### config.mk
export PLATFORM = sky130hd
export DESIGN_NAME = apb_latency_fabric
export DESIGN_NICKNAME = d
export VERILOG_FILES = /design/src/common/apb_fabric_pkg.sv /design/src/hdl/apb_decoder.sv /design/src/apb_delayer/apb_delayer.sv /design/src/hdl/apb_reg_slave.sv /design/src/hdl/apb_response_mux.sv /design/src/hdl/apb_latency_fabric.sv
export SDC_FILE = /design/constraint.sdc
export NUM_CORES = 2
export LEC_CHECK = 0
export BUFFER_PORTS_ARGS = -buffer_cell sky130_fd_sc_hd__clkbuf_2
export CAP_MARGIN = 20
export CORE_MARGIN = 1
export CORE_UTILIZATION = 36
export CTS_CLUSTER_DIAMETER = 60
export DETAILED_ROUTE_END_ITERATION = 6
export SETUP_SLACK_MARGIN = 0.02
export SKIP_CTS_REPAIR_TIMING = 1
export SLEW_MARGIN = 5
export SYNTH_ARGS = -nofsm -noshare
export SYNTH_HDL_FRONTEND = slang
export SYNTH_HIERARCHICAL = 1
export SYNTH_SLANG_ARGS = --single-unit
### constraint.sdc
create_clock -name clock -period 4.4 [get_ports clock]
set_clock_uncertainty 0.05 [all_clocks]
set_input_delay 0.44 -clock clock [delete_from_list [all_inputs] [get_ports clock]]
set_output_delay 0.44 -clock clock [all_outputs]
set_load 0.05 [all_outputs]
### src/common/apb_fabric_pkg.sv
`default_nettype none

package apb_fabric_pkg;

    // ~~~~~~~~~~~~~~~~~~~~
    // bus widths
    localparam int addr_width = 32;
    localparam int data_width = 32;
    localparam int strb_width = 4;

    // region map, matched on the top address nibble
    localparam int         num_regions = 4;
    localparam logic [3:0] region_base = 4'ha;

    // delay ratio is counted in sixteenths
    localparam int ratio_frac_bits = 4;

    localparam int slave_words = 16;

    // ~~~~~~~~~~~~~~~~~~~~
    typedef enum logic [1:0] {
        delay_idle,
        delay_request,
        delay_wait
    } delay_state_t;

    typedef enum logic {
        slave_idle,
        slave_access
    } slave_state_t;

endpackage

`default_nettype wire

### src/hdl/apb_decoder.sv
`timescale 1ns/1ps
`default_nettype none

module apb_decoder (
    input  logic                                   clock,
    input  logic                                   reset,
    input  logic [apb_fabric_pkg::addr_width-1:0]  paddr,
    input  logic                                   psel,
    input  logic                                   penable,
    output logic [apb_fabric_pkg::num_regions-1:0] region_sel,
    output logic                                   miss_sel,
    output logic                                   miss_pready,
    output logic                                   miss_pslverr
);
    import apb_fabric_pkg::*;

    logic [3:0] nibble;
    logic       miss_done;

    assign nibble = paddr[addr_width-1 -: 4];

    // one-hot region select
    always_comb begin
        region_sel = '0;
        for (int i = 0; i < num_regions; i++) begin
            region_sel[i] = psel && (nibble == region_base + 4'(i));
        end
    end

    assign miss_sel = psel && !(|region_sel);

    // ~~~~~~~~~~~~~~~~~~~~
    // unmapped access answered in its first access cycle
    always_ff @(posedge clock or posedge reset) begin
        if (reset) begin
            miss_done <= 1'b0;
        end else if (!psel || !penable) begin
            miss_done <= 1'b0;
        end else if (miss_pready) begin
            miss_done <= 1'b1;
        end
    end

    assign miss_pready  = miss_sel && penable && !miss_done;
    assign miss_pslverr = miss_pready;

    // ~~~~~~~~~~~~~~~~~~~~
    // a held miss must not be answered twice
    miss_single_ready: assert property (
        @(posedge clock) disable iff (reset)
        miss_pready |=> !miss_pready
    );

endmodule

`default_nettype wire

### src/apb_delayer/apb_delayer.sv
`timescale 1ns/1ps
`default_nettype none

module apb_delayer #(
    parameter int ratio_num = 40
) (
    input  logic                                  clock,
    input  logic                                  reset,

    input  logic [apb_fabric_pkg::addr_width-1:0] in_paddr,
    input  logic                                  in_psel,
    input  logic                                  in_penable,
    input  logic [2:0]                            in_pprot,
    input  logic                                  in_pwrite,
    input  logic [apb_fabric_pkg::data_width-1:0] in_pwdata,
    input  logic [apb_fabric_pkg::strb_width-1:0] in_pstrb,
    output logic                                  in_pready,
    output logic [apb_fabric_pkg::data_width-1:0] in_prdata,
    output logic                                  in_pslverr,

    output logic [apb_fabric_pkg::addr_width-1:0] out_paddr,
    output logic                                  out_psel,
    output logic                                  out_penable,
    output logic [2:0]                            out_pprot,
    output logic                                  out_pwrite,
    output logic [apb_fabric_pkg::data_width-1:0] out_pwdata,
    output logic [apb_fabric_pkg::strb_width-1:0] out_pstrb,
    input  logic                                  out_pready,
    input  logic [apb_fabric_pkg::data_width-1:0] out_prdata,
    input  logic                                  out_pslverr
);
    import apb_fabric_pkg::*;

    delay_state_t          state;
    logic [9:0]            count;
    logic [10:0]           sum;
    logic [9:0]            sum_sat;
    logic [data_width-1:0] cap_data;
    logic                  cap_err;
    logic                  release_now;

    // address and data go straight through
    assign out_paddr  = in_paddr;
    assign out_pprot  = in_pprot;
    assign out_pwrite = in_pwrite;
    assign out_pwdata = in_pwdata;
    assign out_pstrb  = in_pstrb;

    // slave must not see a second access while we stretch
    assign out_psel    = in_psel && (state != delay_wait);
    assign out_penable = in_penable && (state != delay_wait);

    // saturating accumulate
    assign sum     = {1'b0, count} + 11'(ratio_num);
    assign sum_sat = sum[10] ? '1 : sum[9:0];

    // ~~~~~~~~~~~~~~~~~~~~
    always_ff @(posedge clock or posedge reset) begin
        if (reset) begin
            state <= delay_idle;
            count <= '0;
        end else begin
            case (state)
                delay_idle: begin
                    count <= '0;
                    if (in_psel) begin
                        state <= delay_request;
                    end
                end
                delay_request: begin
                    if (out_pready) begin
                        // floor(T * ratio / 16)
                        count <= sum_sat >> ratio_frac_bits;
                        state <= delay_wait;
                    end else begin
                        count <= sum_sat;
                    end
                end
                delay_wait: begin
                    if (count == '0) begin
                        state <= delay_idle;
                    end else begin
                        count <= count - 10'd1;
                    end
                end
                default: state <= delay_idle;
            endcase
        end
    end

    // hold the slave response until release
    always_ff @(posedge clock or posedge reset) begin
        if (reset) begin
            cap_data <= '0;
            cap_err  <= 1'b0;
        end else if (state == delay_request && out_pready) begin
            cap_data <= out_prdata;
            cap_err  <= out_pslverr;
        end
    end

    assign release_now = (state == delay_wait) && (count == '0);
    assign in_pready   = release_now;
    assign in_prdata   = release_now ? cap_data : '0;
    assign in_pslverr  = release_now && cap_err;

    // ~~~~~~~~~~~~~~~~~~~~
    // release only to a requester still in its access phase
    release_to_access: assert property (
        @(posedge clock) disable iff (reset)
        in_pready |-> in_psel && in_penable
    );

    // the slave answers only a forwarded request
    slave_ready_in_request: assert property (
        @(posedge clock) disable iff (reset)
        out_pready |-> (state == delay_request)
    );

endmodule

`default_nettype wire

### src/hdl/apb_reg_slave.sv
`timescale 1ns/1ps
`default_nettype none

module apb_reg_slave #(
    parameter int wait_states = 1
) (
    input  logic                                  clock,
    input  logic                                  reset,
    input  logic [apb_fabric_pkg::addr_width-1:0] paddr,
    input  logic                                  psel,
    input  logic                                  penable,
    input  logic                                  pwrite,
    input  logic [apb_fabric_pkg::data_width-1:0] pwdata,
    input  logic [apb_fabric_pkg::strb_width-1:0] pstrb,
    output logic                                  pready,
    output logic [apb_fabric_pkg::data_width-1:0] prdata,
    output logic                                  pslverr
);
    import apb_fabric_pkg::*;

    localparam int index_width = $clog2(slave_words);

    slave_state_t           state;
    logic [7:0]             wait_count;
    logic [data_width-1:0]  bank [slave_words];
    logic [index_width-1:0] index;
    logic                   offset_err;
    logic                   done;

    assign index      = paddr[index_width+1:2];
    assign offset_err = |paddr[27:6];

    // completes once the wait count reaches wait_states
    assign done = (state == slave_access) && (wait_count == 8'(wait_states));

    // ~~~~~~~~~~~~~~~~~~~~
    always_ff @(posedge clock or posedge reset) begin
        if (reset) begin
            state      <= slave_idle;
            wait_count <= '0;
        end else begin
            case (state)
                slave_idle: begin
                    wait_count <= '0;
                    if (psel && penable) begin
                        state <= slave_access;
                    end
                end
                slave_access: begin
                    if (done) begin
                        state <= slave_idle;
                    end else begin
                        wait_count <= wait_count + 8'd1;
                    end
                end
                default: state <= slave_idle;
            endcase
        end
    end

    // strobed bytes only and never on a bad offset
    always_ff @(posedge clock) begin
        if (done && pwrite && !offset_err) begin
            for (int b = 0; b < strb_width; b++) begin
                if (pstrb[b]) begin
                    bank[index][8*b +: 8] <= pwdata[8*b +: 8];
                end
            end
        end
    end

    assign pready  = done;
    assign pslverr = done && offset_err;
    assign prdata  = (done && !pwrite && !offset_err) ? bank[index] : '0;

endmodule

`default_nettype wire

### src/hdl/apb_response_mux.sv
`timescale 1ns/1ps
`default_nettype none

module apb_response_mux (
    input  logic [apb_fabric_pkg::num_regions-1:0] region_sel,
    input  logic                                   miss_sel,
    input  logic                                   miss_pready,
    input  logic                                   miss_pslverr,
    input  logic [apb_fabric_pkg::num_regions-1:0] region_pready,
    input  logic [apb_fabric_pkg::data_width-1:0]  region_prdata
                                                    [apb_fabric_pkg::num_regions],
    input  logic [apb_fabric_pkg::num_regions-1:0] region_pslverr,
    output logic                                   pready,
    output logic [apb_fabric_pkg::data_width-1:0]  prdata,
    output logic                                   pslverr
);
    import apb_fabric_pkg::*;

    // nothing selected returns zeros
    always_comb begin
        pready  = 1'b0;
        prdata  = '0;
        pslverr = 1'b0;
        if (miss_sel) begin
            // miss carries no data
            pready  = miss_pready;
            pslverr = miss_pslverr;
        end else begin
            for (int i = 0; i < num_regions; i++) begin
                if (region_sel[i]) begin
                    pready  = region_pready[i];
                    prdata  = region_prdata[i];
                    pslverr = region_pslverr[i];
                end
            end
        end
    end

endmodule

`default_nettype wire

### src/hdl/apb_latency_fabric.sv
`timescale 1ns/1ps
`default_nettype none

module apb_latency_fabric #(
    parameter int ratio_num   = 40,
    parameter int wait_states = 1
) (
    input  logic                                  clock,
    input  logic                                  reset,
    input  logic [apb_fabric_pkg::addr_width-1:0] paddr,
    input  logic                                  psel,
    input  logic                                  penable,
    input  logic [2:0]                            pprot,
    input  logic                                  pwrite,
    input  logic [apb_fabric_pkg::data_width-1:0] pwdata,
    input  logic [apb_fabric_pkg::strb_width-1:0] pstrb,
    output logic                                  pready,
    output logic [apb_fabric_pkg::data_width-1:0] prdata,
    output logic                                  pslverr
);
    import apb_fabric_pkg::*;

    logic [num_regions-1:0] region_sel;
    logic                   miss_sel;
    logic                   miss_pready;
    logic                   miss_pslverr;
    logic [num_regions-1:0] region_pready;
    logic [data_width-1:0]  region_prdata [num_regions];
    logic [num_regions-1:0] region_pslverr;

    apb_decoder i_apb_decoder (
        .clock        (clock),
        .reset        (reset),
        .paddr        (paddr),
        .psel         (psel),
        .penable      (penable),
        .region_sel   (region_sel),
        .miss_sel     (miss_sel),
        .miss_pready  (miss_pready),
        .miss_pslverr (miss_pslverr)
    );

    // ~~~~~~~~~~~~~~~~~~~~
    // one delayer and one register bank per region
    for (genvar i = 0; i < num_regions; i++) begin : g_region
        logic [addr_width-1:0] slv_paddr;
        logic                  slv_psel;
        logic                  slv_penable;
        logic                  slv_pwrite;
        logic [data_width-1:0] slv_pwdata;
        logic [strb_width-1:0] slv_pstrb;
        logic                  slv_pready;
        logic [data_width-1:0] slv_prdata;
        logic                  slv_pslverr;

        apb_delayer #(
            .ratio_num (ratio_num)
        ) i_apb_delayer (
            .clock (clock), .reset (reset),
            .in_paddr (paddr), .in_psel (region_sel[i]), .in_penable (penable),
            .in_pprot (pprot), .in_pwrite (pwrite), .in_pwdata (pwdata),
            .in_pstrb (pstrb), .in_pready (region_pready[i]),
            .in_prdata (region_prdata[i]), .in_pslverr (region_pslverr[i]),
            .out_paddr (slv_paddr), .out_psel (slv_psel), .out_penable (slv_penable),
            .out_pprot (), .out_pwrite (slv_pwrite), .out_pwdata (slv_pwdata),
            .out_pstrb (slv_pstrb), .out_pready (slv_pready),
            .out_prdata (slv_prdata), .out_pslverr (slv_pslverr)
        );

        apb_reg_slave #(
            .wait_states (wait_states)
        ) i_apb_reg_slave (
            .clock (clock), .reset (reset),
            .paddr (slv_paddr), .psel (slv_psel), .penable (slv_penable),
            .pwrite (slv_pwrite), .pwdata (slv_pwdata), .pstrb (slv_pstrb),
            .pready (slv_pready), .prdata (slv_prdata), .pslverr (slv_pslverr)
        );
    end

    apb_response_mux i_apb_response_mux (
        .region_sel     (region_sel),
        .miss_sel       (miss_sel),
        .miss_pready    (miss_pready),
        .miss_pslverr   (miss_pslverr),
        .region_pready  (region_pready),
        .region_prdata  (region_prdata),
        .region_pslverr (region_pslverr),
        .pready         (pready),
        .prdata         (prdata),
        .pslverr        (pslverr)
    );

endmodule

`default_nettype wire

Word level (Yosys, flattened, before mapping)

Memory sizes are Yosys's and may differ from the RTL's.
Cells that the tools add are included.

Memories kept: 4
Bits of input ports: 76
Register bits after elaboration: 217
Bits in writable memories: 2048

Add/subtract/negate cells: 12
Multiplexer cells: 113
Bitwise logic cells: 4
Reductions and logical operators: 85
Equality and inequality tests: 40

Memories:

| memory                           | words | width | read ports | clocked after Yosys merged registers in | wr ports | line                | RTL |
|---|---|---|---|---|---|---|---|
| g_region[0].i_apb_reg_slave.bank | 16    | 32    | 1          | 0                                       | 1        | apb_reg_slave.sv:25 | `logic [data_width-1:0] bank [slave_words];` |
| g_region[1].i_apb_reg_slave.bank | 16    | 32    | 1          | 0                                       | 1        | apb_reg_slave.sv:25 |  |
| g_region[2].i_apb_reg_slave.bank | 16    | 32    | 1          | 0                                       | 1        | apb_reg_slave.sv:25 |  |
| g_region[3].i_apb_reg_slave.bank | 16    | 32    | 1          | 0                                       | 1        | apb_reg_slave.sv:25 |  |

Operators with widths:

| cell                                               | number |
|---|---|
| two-way mux 32 bit                                 | 13 |
| two-way mux 10 bit                                 | 12 |
| one-hot mux 10 bit (3 select lines)                | 4 |
| one-hot mux 8 bit (2 select lines)                 | 4 |
| two-way mux 1 bit                                  | 56 |
| logical AND 1 bit                                  | 55 |
| adder 10 x 6 -> 11 bit, second input constant      | 4 |
| zero test 10 bit                                   | 4 |
| subtractor 10 x 1 -> 10 bit, second input constant | 4 |
| adder 8 x 1 -> 8 bit, second input constant        | 4 |
| == test 8 x 1 -> 1 bit, second input constant      | 4 |
| two-way mux 8 bit                                  | 4 |
| two-way mux 2 bit                                  | 12 |
| != test 2 x 1 -> 1 bit, second input constant      | 12 |
| != test 2 bit, second input constant               | 12 |
| one-hot mux 2 bit (3 select lines)                 | 4 |
| OR reduction 22 bit                                | 1 |
| == test 4 bit, second input constant               | 4 |
| AND reduction 3 bit                                | 4 |
| nonzero test 3 bit                                 | 4 |
| == test 2 x 1 -> 1 bit, second input constant      | 4 |
| == test 2 bit, second input constant               | 4 |
| zero test 2 bit                                    | 4 |
| one-hot mux 1 bit (2 select lines)                 | 4 |
| other kinds (6)                                    | 17 |

Depth between registers and ports, before layout

Depth in word-level cells: 9
Gate-level depth with buffers: 10
Depth with buffers taken out: 8

Hierarchy

The synthesis kept the hierarchy.

By module, submodules not included:

| module           | area an instance (um^2) | seq. area each (um^2) | instances | cells each |
|---|---|---|---|---|
| apb_reg_slave    | 20070.5                 | 15600.0               | 4         | 940 |
| apb_delayer      | 3027.9                  | 1126.1                | 4         | 303 |
| apb_response_mux | 1191.1                  | 0.0                   | 1         | 167 |
| apb_decoder      | 116.4                   | 25.0                  | 1         | 15 |

Worst setup path after synthesis

Ideal clock, no wire load.

Path type: reg-to-output
Start point: register g_region[0].i_apb_delayer.count[0]
End point: output port prdata[30] in the netlist's numbering
Slack: 1011 ps
Stages on the path, launching flop included: 11
Arrival: 2899 ps
Cells stage by stage: dfrtp_1 inv_1 ha_1 nor4b_4 and3_1 buf_2 buf_2 and2_1 nor2b_1 a221oi_1 o21ai_0

RTL lines:

| what                   | line                     | RTL |
|---|---|---|
| from (decl)            | apb_delayer.sv:35        | `logic [9:0] count;` |
| from (signal assigned) | apb_delayer.sv:73        | `count <= sum_sat >> ratio_frac_bits;` |
| from (signal assigned) | apb_delayer.sv:76        | `count <= sum_sat;` |
| from (signal assigned) | apb_delayer.sv:83        | `count <= count - 10'd1;` |
| to (decl)              | apb_latency_fabric.sv:18 | `output logic [apb_fabric_pkg::data_width-1:0] prdata,` |

==> summary.txt <==
Outcome
  – Status: complete, no violations

Worst setup path
  – R2r worst-path depth: 8
  – CP endpoint kind: output pin
  – CP max-delay cell: dfrtp_1
  – CP max FO: 17
  – CP delay by family, top: buffers and inverters
  – Reg2reg start: g_region[2].i_apb_reg_slave/wait_count[1]$_DFFE_PP0P_
  – Critical Path Start: g_region[2].i_apb_delayer/state[0]$_DFFE_PP0P_
  – R2R Path End: g_region[2].i_apb_reg_slave/bank[7][24]$_DFFE_PP_
  – CP Buf/Inv Count: 4
  – CP required: 3910 ps
  – Critical-path cell list: inv_1, ha_2, nor3b_2, and3_2, buf_4, and2_1, o21ai_0, o21ai_1, buf_4, clkbuf_2
  – Reg-to-reg slack, setup: 880 ps
  – Slowest stage delay, CP: 420 ps
  – Most used cell, CP: buf_4
  – Worst setup SP type: register
  – Worst Setup EP: prdata[27]
  – Critical path arrival: 3750 ps
  – Crit path depth: 10
  – CP Class: register to output pin

Detailed routing
  – DR iter-0 viols: 5430
  – Detailed Routing Iterations Pass 1: 6
  – Routed vias: 49287
  – DRC viols: 0
  – Antenna Nets Post-Route: 0
  – Vias/cell: 5.50
  – Drt wl/cell: 28.2 um
  – Drt total wl: 253000 um

Global route
  – Antenna violations before repair: 23
  – Vias in the first global route: 48879
  – First-pass GRT wire length: 358000 um
  – Largest net degree at the start of global routing: 100
  – Global route overflow: 0
  – Global-route usage over all layers: 0.191

Placed design
  – Final Wtd Congestion: 0.855
  – Placed Area: 0.0987 mm2
  – Placed Cells: 8518
  – IO buf count: 104
  – Hpwl dp: 163000 um

Final layout
  – Final Cell Area: 0.107 mm2
  – Commonest cells after routing, fill and taps aside: 2048 x edfxtp_1, 512 x mux4_2, 439 x buf_4, 320 x nor2_1, 256 x a22oi_1
  – Commonest non-fill, non-tap cell in the layout: edfxtp_1
  – Finished Layout Cells: 8959
  – Nets: 5478
  – Area Growth Syn to Fin: 14.0%
  – Layout cells sized above 1: 0.305

Synthesis
  – Synth Net Count: 5230
  – Syn. warnings: 6
  – Syn Inst Count: 5118
  – Synthesized area per cell: 18.3 um2
  – Synthesized area: 0.0934 mm2

Timing
  – Setup violations, final: 0
  – Max-slew headroom: 0.332
  – Unrepaired setup endpoints after global routing: no
  – Hold Vio Cnt, Final: 0
  – Tmin final: 4240 ps
  – Setup_tns: 0 ps
  – Fin Hold WS: 139 ps
  – Final Max Slew Viols: 0
  – Worst slew pin tran: 1000 ps
  – Crit share post-route: 0.963
  – Max Fclk: 236 MHz

Floorplanning
  – Core ar.: 0.257 mm2
  – # rows: 186
  – Die width: 511 um
  – Die Height: 511 um
  – Starting Density: 0.363
  – I/O Pins: 110
  – Die ar.: 0.262 mm2

Power
  – Leakage Power: 35.1 nW
  – Pwr Density: 445 mW/mm2
  – Worst IR drop on VDD: 0.369 mV

Clock tree
  – Clock root buffer: clkbuf_16
  – CTS sink cnt: 2265
  – Cts bufs inserted: 219
  – Skew-Pair Late Insertion Delay: 850 ps
  – Clock Tree Buf Depth: 3
  – Worst-path clk slew: 60 ps
  – CTS H-tree depth: 4
  – CTS tree: built

Flow run
  – Max-Cap Viols: 0

Worst hold path
  – Hold crit path type: primary input to register
  – Worst hold stages: 1
==> power breakdown <==
| group | switching, mW | internal [mW] |
|---|---|---|
| sequential | 0.192 | 23.6 |
| clock | 8.30 | 11.4 |
| combinational | 2.50 | 1.42 |
| total | 11.0 | 36.4 |
==> worst min path at each step <==
stage / startpoint / endpoint / slack, ps
after floorplan: reset / i_apb_decoder/miss_done$_DFFE_PP0P_ / 120
after global placement: g_region[2].i_apb_delayer/cap_data[10]$_DFFE_PP0P_ / g_region[2].i_apb_delayer/cap_data[10]$_DFFE_PP0P_ / 430
after detailed placement: g_region[0].i_apb_delayer/cap_data[14]$_DFFE_PP0P_ / g_region[0].i_apb_delayer/cap_data[14]$_DFFE_PP0P_ / 440
after CTS: paddr[31] / i_apb_decoder/miss_done$_DFFE_PP0P_ / -250
after global routing: pwdata[30] / g_region[1].i_apb_reg_slave/bank[2][30]$_DFFE_PP_ / 150
final: pwdata[30] / g_region[1].i_apb_reg_slave/bank[2][30]$_DFFE_PP_ / 140
==> state kept, by name (all words and copies together) (netlist names) <==
register,count
g_region.i_apb_delayer/cap_data,128
g_region.i_apb_delayer/cap_err,4
g_region.i_apb_delayer/count,40
g_region.i_apb_delayer/state,8
g_region.i_apb_reg_slave/bank,2048
g_region.i_apb_reg_slave/state,4
g_region.i_apb_reg_slave/wait_count,32
i_apb_decoder/miss_done,1
==> per-stage QoR <==
step	worst slack, ps	utilization	power [mW]
floorplan	1010	-	26.9
finish	165	0.414	47.4
detailed placement	547	0.383	28.0
CTS	-372	0.413	47.6
global route	15.3	0.414	48.7
global placement	637	0.383	28.0
==> per-layer routing <==
layer  vias up  track usage  share of wire
met4         8       0.0609          0.032
met3       372       0.0442          0.089
met2      2074        0.300           0.47
li1      20719            -              -
met5         -            0        0.00019
met1     26114        0.261           0.41
==> final cells by class <==
| type | instances | area [um2] |
|---|---|---|
| clock buffers | 280 | 5940 |
| inverters | 52 | 195 |
| flip-flops and latches | 2265 | 66900 |
| multi-input cells | 2263 | 23200 |
| fillers | 22722 | 151000 |
| well taps | 3384 | 4230 |
| diodes | 17 | 42.5 |
| clock inverters | 133 | 1670 |
| repair buffers | 565 | 4260 |
Note: power is estimated with default switching activity, not from simulation.
